`config.mk`:
```
export PLATFORM = sky130hd
export DESIGN_NAME = signedMultiplier
export DESIGN_NICKNAME = d
export VERILOG_FILES = /design/src/mulPkg.sv /design/src/adderTreeLevel.sv /design/src/koggeStoneAdder.sv /design/src/partialProductStage.sv /design/src/signedMultiplier.sv
export VERILOG_INCLUDE_DIRS = /design/src /design/src/src
export SDC_FILE = /design/constraint.sdc
export NUM_CORES = 2
export LEC_CHECK = 0
export BUFFER_PORTS_ARGS = -buffer_cell sky130_fd_sc_hd__buf_2
export CAP_MARGIN = 30
export CELL_PAD_IN_SITES_DETAIL_PLACEMENT = 0
export CELL_PAD_IN_SITES_GLOBAL_PLACEMENT = 1
export CORE_ASPECT_RATIO = 0.5
export CORE_MARGIN = 5
export CORE_UTILIZATION = 30
export DETAILED_ROUTE_END_ITERATION = 16
export GPL_ROUTABILITY_DRIVEN = 0
export GPL_TIMING_DRIVEN = 0
export PLACE_DENSITY_LB_ADDON = 0.1
export SYNTH_ARGS = -nofsm -noshare
export SYNTH_HDL_FRONTEND = slang
export SYNTH_HIERARCHICAL = 1
export SYNTH_SLANG_ARGS = --single-unit
```
`constraint.sdc`:
```
create_clock -name clk -period 3.2 [get_ports clk]
set_clock_uncertainty 0.15 [all_clocks]
set_input_delay 0.16 -clock clk [delete_from_list [all_inputs] [get_ports clk]]
set_output_delay 0.16 -clock clk [all_outputs]
set_load 0.1 [all_outputs]
```
`src/mulConfig_config.svh`:
```
`ifndef MUL_CONFIG_SVH
`define MUL_CONFIG_SVH

////////////////////////////////////////////////////////////////////////////
// Datapath widths
////////////////////////////////////////////////////////////////////////////

`define MUL_OPERAND_WIDTH 24
`define MUL_PRODUCT_WIDTH 48

////////////////////////////////////////////////////////////////////////////
// Reduction tree shape
////////////////////////////////////////////////////////////////////////////

// One row per multiplier bit plus the correction row
`define MUL_PP_ROWS 25

// 25 -> 13 -> 7 -> 4 -> 2 -> 1
`define MUL_TREE_LEVELS 5

// Partial-product register plus one register per tree level
`define MUL_LATENCY 6

`endif

```
`src/mulPkg.sv`:
```
`default_nettype none

`include "mulConfig_config.svh"

package mulPkg;

	////////////////////////////////////////////////////////////////////////////
	// Words
	////////////////////////////////////////////////////////////////////////////

	// Two's-complement operand
	typedef logic signed [`MUL_OPERAND_WIDTH-1:0] operandT;

	// Full product, also the width of every tree row
	typedef logic [`MUL_PRODUCT_WIDTH-1:0] productT;

	////////////////////////////////////////////////////////////////////////////
	// Pipeline bundles
	////////////////////////////////////////////////////////////////////////////

	// Operand pair taken on every clock edge where valid is high
	typedef struct packed {
		logic    valid;
		operandT multiplicand;
		operandT multiplier;
	} operandPairT;

	// Result leaving the last tree level
	typedef struct packed {
		logic    valid;
		productT product;
	} productResultT;

endpackage

`default_nettype wire

```
`src/adderTreeLevel.sv`:
```
`timescale 1ns/1ps
`default_nettype none

module adderTreeLevel
	import mulPkg::*;
#(
	parameter int inRows = 2
) (
	input  logic                           clk,
	input  logic                           arstN,
	input  productT [inRows-1:0]           rowsIn,
	input  logic                           validIn,
	output productT [(inRows+1)/2-1:0]     rowsOut,
	output logic                           validOut
);

	localparam int outRows = (inRows + 1) / 2;
	localparam int pairs = inRows / 2;

	wire productT [outRows-1:0] sums;

	if (inRows < 2) begin : inRowsCheck
		$error("adderTreeLevel needs at least two rows");
	end

	////////////////////////////////////////////////////////////////////////////
	// Pairwise adders
	////////////////////////////////////////////////////////////////////////////

	for (genvar k = 0; k < pairs; k++) begin : pairGen
		koggeStoneAdder #(
			.width($bits(productT))
		) pairAdd (
			.a  (rowsIn[2*k]),
			.b  (rowsIn[2*k+1]),
			.sum(sums[k])
		);
	end

	// Odd row out goes straight to the next level
	if (inRows % 2 == 1) begin : oddRow
		assign sums[outRows-1] = rowsIn[inRows-1];
	end

	////////////////////////////////////////////////////////////////////////////
	// Level register
	////////////////////////////////////////////////////////////////////////////

	always_ff @(posedge clk) begin
		rowsOut <= sums;
	end

	always_ff @(posedge clk or negedge arstN) begin
		if (!arstN) begin
			validOut <= 1'b0;
		end else begin
			validOut <= validIn;
		end
	end

	// Strobe advances exactly one level per cycle
	validFollows: assert property (
		@(posedge clk) disable iff (!arstN)
		$past(arstN) |-> (validOut == $past(validIn))
	) else $error("validOut does not follow validIn by one cycle");

endmodule

`default_nettype wire

```
`src/koggeStoneAdder.sv`:
```
`timescale 1ns/1ps
`default_nettype none

module koggeStoneAdder #(
	parameter int width = 48
) (
	input  logic [width-1:0] a,
	input  logic [width-1:0] b,
	output logic [width-1:0] sum
);

	localparam int levels = $clog2(width);

	// Group generate and propagate after each prefix level
	logic [levels:0][width-1:0] genL;
	logic [levels:0][width-1:0] propL;
	logic [width-1:0] carry;

	////////////////////////////////////////////////////////////////////////////
	// Prefix network
	////////////////////////////////////////////////////////////////////////////

	always_comb begin
		genL[0] = a & b;
		propL[0] = a ^ b;
		for (int l = 0; l < levels; l++) begin
			for (int i = 0; i < width; i++) begin
				if (i >= (1 << l)) begin
					// Black cell, span doubles each level
					genL[l+1][i] = genL[l][i] | (propL[l][i] & genL[l][i-(1<<l)]);
					propL[l+1][i] = propL[l][i] & propL[l][i-(1<<l)];
				end else begin
					genL[l+1][i] = genL[l][i];
					propL[l+1][i] = propL[l][i];
				end
			end
		end
	end

	////////////////////////////////////////////////////////////////////////////
	// Sum
	////////////////////////////////////////////////////////////////////////////

	// Carry into bit i is the group generate of bits i-1 down to 0
	assign carry = {genL[levels][width-2:0], 1'b0};

	// Carry out of the top bit is dropped, the sum wraps modulo 2^width
	assign sum = propL[0] ^ carry;

endmodule

`default_nettype wire

```
`src/partialProductStage.sv`:
```
`timescale 1ns/1ps
`default_nettype none

`include "mulConfig_config.svh"

module partialProductStage
	import mulPkg::*;
(
	input  logic                        clk,
	input  logic                        arstN,
	input  operandPairT                 operands,
	output productT [`MUL_PP_ROWS-1:0] rows,
	output logic                        rowsValid
);

	localparam int opW = `MUL_OPERAND_WIDTH;

	// Baugh-Wooley constant, ones at bit n and bit 2n-1
	localparam productT corrRow = (productT'(1) << (2*opW-1)) | (productT'(1) << opW);

	productT [`MUL_PP_ROWS-1:0] rowsNext;

	////////////////////////////////////////////////////////////////////////////
	// Row generation
	////////////////////////////////////////////////////////////////////////////

	// Row for multiplier bit i, already shifted into place
	function automatic productT ppRow(
		input operandT mcand,
		input logic    mBit,
		input int      i
	);
		logic [opW-1:0] bits;
		bits = mcand & {opW{mBit}};
		// Terms pairing exactly one sign bit are inverted
		if (i == opW-1) begin
			bits[opW-2:0] = ~bits[opW-2:0];
		end else begin
			bits[opW-1] = ~bits[opW-1];
		end
		return productT'(bits) << i;
	endfunction

	always_comb begin
		for (int i = 0; i < opW; i++) begin
			rowsNext[i] = ppRow(operands.multiplicand, operands.multiplier[i], i);
		end
		rowsNext[`MUL_PP_ROWS-1] = corrRow;
	end

	////////////////////////////////////////////////////////////////////////////
	// Stage register
	////////////////////////////////////////////////////////////////////////////

	always_ff @(posedge clk) begin
		rows <= rowsNext;
	end

	always_ff @(posedge clk or negedge arstN) begin
		if (!arstN) begin
			rowsValid <= 1'b0;
		end else begin
			rowsValid <= operands.valid;
		end
	end

	// Strobe from the outside must be clean once out of reset
	rowsValidKnown: assert property (
		@(posedge clk) disable iff (!arstN)
		!$isunknown(rowsValid)
	) else $error("rowsValid is unknown");

	if (`MUL_PP_ROWS != opW + 1) begin : rowCountCheck
		$error("MUL_PP_ROWS must equal operand width plus one");
	end

endmodule

`default_nettype wire

```
`src/signedMultiplier.sv`:
```
`timescale 1ns/1ps
`default_nettype none

`include "mulConfig_config.svh"

module signedMultiplier
	import mulPkg::*;
(
	input  logic          clk,
	input  logic          arstN,
	input  operandPairT   operands,
	output productResultT result
);

	// Rows and strobe leaving each stage
	productT [`MUL_PP_ROWS-1:0] rows0;
	productT [12:0] rows1;
	productT [6:0] rows2;
	productT [3:0] rows3;
	productT [1:0] rows4;
	productT [0:0] rows5;
	logic valid0;
	logic valid1;
	logic valid2;
	logic valid3;
	logic valid4;
	logic valid5;

	////////////////////////////////////////////////////////////////////////////
	// Pipeline
	////////////////////////////////////////////////////////////////////////////

	partialProductStage ppStage (
		.clk      (clk),
		.arstN    (arstN),
		.operands (operands),
		.rows     (rows0),
		.rowsValid(valid0)
	);

	adderTreeLevel #(.inRows(`MUL_PP_ROWS)) level0 (
		.clk(clk), .arstN(arstN),
		.rowsIn(rows0), .validIn(valid0), .rowsOut(rows1), .validOut(valid1)
	);

	adderTreeLevel #(.inRows(13)) level1 (
		.clk(clk), .arstN(arstN),
		.rowsIn(rows1), .validIn(valid1), .rowsOut(rows2), .validOut(valid2)
	);

	adderTreeLevel #(.inRows(7)) level2 (
		.clk(clk), .arstN(arstN),
		.rowsIn(rows2), .validIn(valid2), .rowsOut(rows3), .validOut(valid3)
	);

	adderTreeLevel #(.inRows(4)) level3 (
		.clk(clk), .arstN(arstN),
		.rowsIn(rows3), .validIn(valid3), .rowsOut(rows4), .validOut(valid4)
	);

	adderTreeLevel #(.inRows(2)) level4 (
		.clk(clk), .arstN(arstN),
		.rowsIn(rows4), .validIn(valid4), .rowsOut(rows5), .validOut(valid5)
	);

	assign result = '{valid: valid5, product: rows5[0]};

	if (`MUL_LATENCY != `MUL_TREE_LEVELS + 1) begin : latencyCheck
		$error("MUL_LATENCY must be MUL_TREE_LEVELS plus one");
	end

endmodule

`default_nettype wire

```
==> impl_results.md <==
* Syn_area_per_cell at between 8 and 9 um^2
* Yosys top cell by area: dfxtp_1
* Worst Tran Pin Value at 1.25 ns
* Commonest non-fill, non-tap cell in the layout: dfxtp_1
* Number of port buffers at between 90 and 100
* Min Hold Slack at ~0.067 ns
* Pre-Repair DR Iteration Count at 5
* CTS root buf: clkbuf_16
* CP max stage delay at between 0.9 and 1 ns
* Top area cells in the synthesized netlist: dfxtp_1 34%, ha_1 13%, a21oi_1 6.2%
* Fillers at between 30k and 40k
* IO Count at 100
* Final Max Tran Viols at 0
* Post-synth ARST share at 0.00319
* Syn-to-layout area delta at 16.7%
* Gr ovfl total at 0
* CTS clk-pin slew, worst paths at roughly 0.060 ns
* Share of layout cells above drive strength 1 at 0.126
* Synth top area share at 0.336
* Total power at ~0.13 W
* First-pass GRT wire length at ~560000 um
* Number of synthesized flops with an enable pin at 0
* Number of max-cap violations at 0
* RSZ-0062 raised after global routing: true
* Largest net degree at the start of global routing at 18
* Commonest cells after routing, fill and taps aside: 1865 x dfxtp_1, 1352 x a21oi_1, 1117 x ha_1, 965 x nand2_1, 752 x nor2_1
* CTS tree: built
* Main flop type after synthesis: dfxtp_1
* Clock period minus final worst setup slack at 3.16 ns
* Register-to-Register Path Depth at 10
* Final setup viols at 0
* Most used routing layer: met2
* CP Max Fanout at 9
* Total number of vias at 89.6k
* Placed Cells at around 18k
* Layout Cells excl Fill at 18.9k
* Grt met2 use at 0.315
* Crit. End Element: register
* HP Class: in -> reg
* Clock Tree Buf Depth at 4
* TritonCTS Buffers at 200
* Max-slew headroom at 0.165
* Period utilization at 0.987
* Clock sink total at between 1.5k and 2k
* Status: finished clean
* Register bit total from synthesis at 1878
* Vias per inst at 4.74
* Crit-path cells: ha_1, inv_1, fa_2, nand2b_4, a21oi_4, o21ai_2, and2_1, o21bai_1, a211oi_1, nor2_1
* Row count at ~160
* Final hold vios at 0
* Number of global-route vias before repair at ~90k
* Core area at between 300000 and 400000 um^2
* Starting Density at 0.301
* GR Util met1 at 0.262
* Worst setup SP type: register
* Worst-Skew Late Latency at roughly 0.9 ns
* DRC Markers at 0
* Final ANT Viol Nets at 0
* Fmax at roughly 320 MHz
* Crit path DAT at between 3 and 4 ns
* Initial antenna violation count at 52
* Die H at 441 um
* VDD IR max at 0.729 mV
* Tot GR Track Use at 0.188
* H-tree levels at 4
* GRT met3 Usage at 0.0187
* Sequential-to-total area share from yosys stat at 0.338
* Synth cell types at 94
* Wire per inst at 19.6 um
* Power per cell area at ~1000 nW/um^2
* Critical path type: reg -> reg
* Routed WL at around 370000 um
* Final-stage net count at between 10k and 15k
* Die ar. at slightly below 400000 um^2
* Cells after Synth at 12.7k
* Initial DRC count at 5125
* Critical-path top delay cell: nor2_1
* Hold path depth at 3
* Leak at 59.0 nW
* Warning count from the yosys run at 6
* Netlist Area Pre-Place at approximately 110000 um^2
* Req. time, crit path at between 3 and 4 ns
* Post-DP HPWL at around 300000 um
* Chip width at roughly 870 um
* Setup TNS at 0 ns
-- metrics by stage --
step / setup slack [ns] / util / area [um^2]
floorplan: 0.449 / - / 114000
global placement: -0.548 / 0.325 / 121000
detailed placement: -0.524 / 0.326 / 121000
CTS: -0.0342 / 0.349 / 129000
global route: -0.0734 / 0.351 / 130000
finish: 0.0424 / 0.351 / 130000
-- kinds of logic (layout without fill, tap and decap cells) --
group           Yosys count  count (layout)  share of synthesized area
buf+inv                1501            2086                     0.0739
other cells               2             675                  0.0000674
compound gates         3730            3730                      0.223
mux                      32              32                    0.00290
flops                  1878            1878                      0.338
xor+xnor               1060            1060                     0.0833
simple gates           3316            3316                      0.148
fa+ha+maj              1152            1152                      0.131
-- Yosys cell counts, types with 304 or more instances --
master	count
nor2_1	754
dfxtp_1	1872
a21oi_1	1379
xnor2_1	756
inv_1	478
a21o_1	464
o21ai_0	540
and2_1	563
nand2_1	966
buf_4	658
xor2_1	304
ha_1	1128
-- sequential cells by signal, summed over array words and instances, names as in the netlist --
name               cells
level0/rowsOut       624
level0/validOut        1
level1/rowsOut       336
level1/validOut        1
level2/rowsOut       192
level2/validOut        1
level3/rowsOut        96
level3/validOut        1
level4/rowsOut        48
level4/validOut        1
ppStage/rows         576
ppStage/rowsValid      1
-- final timing paths --
check                                           end           startpoint  slack [ns]
worst max-delay path             level4/rowsOut[14]   level3/rowsOut[48]        0.04
worst min-delay path              ppStage/rows[588]         operands[12]        0.07
worst max register to register   level4/rowsOut[14]   level3/rowsOut[48]        0.04
worst min register to register  level1/rowsOut[293]  level0/rowsOut[581]        0.16
max in group asynchronous           level4/validOut                arstN        2.10
min in group asynchronous           level3/validOut                arstN        0.60
-- critical path: cells and delay by family, from the launching register on --
family	cells	cell delay [ns]
adder cells (fa/ha/maj)	2	0.52
AND/OR/NAND/NOR	3	1.34
buffers and inverters	1	0.06
flip-flops	1	0.33
AO/OA/AOI/OAI	4	0.54
-- final cells by class --
type | count | area, um^2 | area share
clock buffer | 256 | 5590 | 0.0430
buffer | 1015 | 6420 | 0.0493
sequential | 1878 | 37600 | 0.289
timing repair buffer | 235 | 1770 | 0.0136
tap | 4960 | 6210 | 0.0477
antenna | 51 | 128 | 0.000981
multi-input combinational | 9914 | 69300 | 0.533
clock inverter | 102 | 1250 | 0.00959
inverter | 478 | 1790 | 0.0138
-- metal layers --
metal | part of all wire | wire length, um | vias up
met1 | 0.49 | 180000 | 41900
met5 | 0 | 0 | -
li1 | - | - | 45800
met4 | 0.024 | 8960 | 0
met3 | 0.040 | 14700 | 389
met2 | 0.45 | 167000 | 1466
-- timing repair --
action / CTS / global route
hold endpoints to repair: 583 / 0
buffers inserted: 9 / 20
endpoints found under the setup margin: 127 / 122
gates resized for setup: 118 / 135
hold buffers: 91 / 0
pin swaps: 26 / 48
-- where the power goes --
| group | switching (W) | internal, W | leakage, nW |
|---|---|---|---|
| clock network | 0.0105 | 0.0141 | 3.30 |
| registers | 0.00421 | 0.0300 | 15.8 |
| logic | 0.0434 | 0.0242 | 39.9 |
No activity file was read; power rests on OpenSTA's default activity.
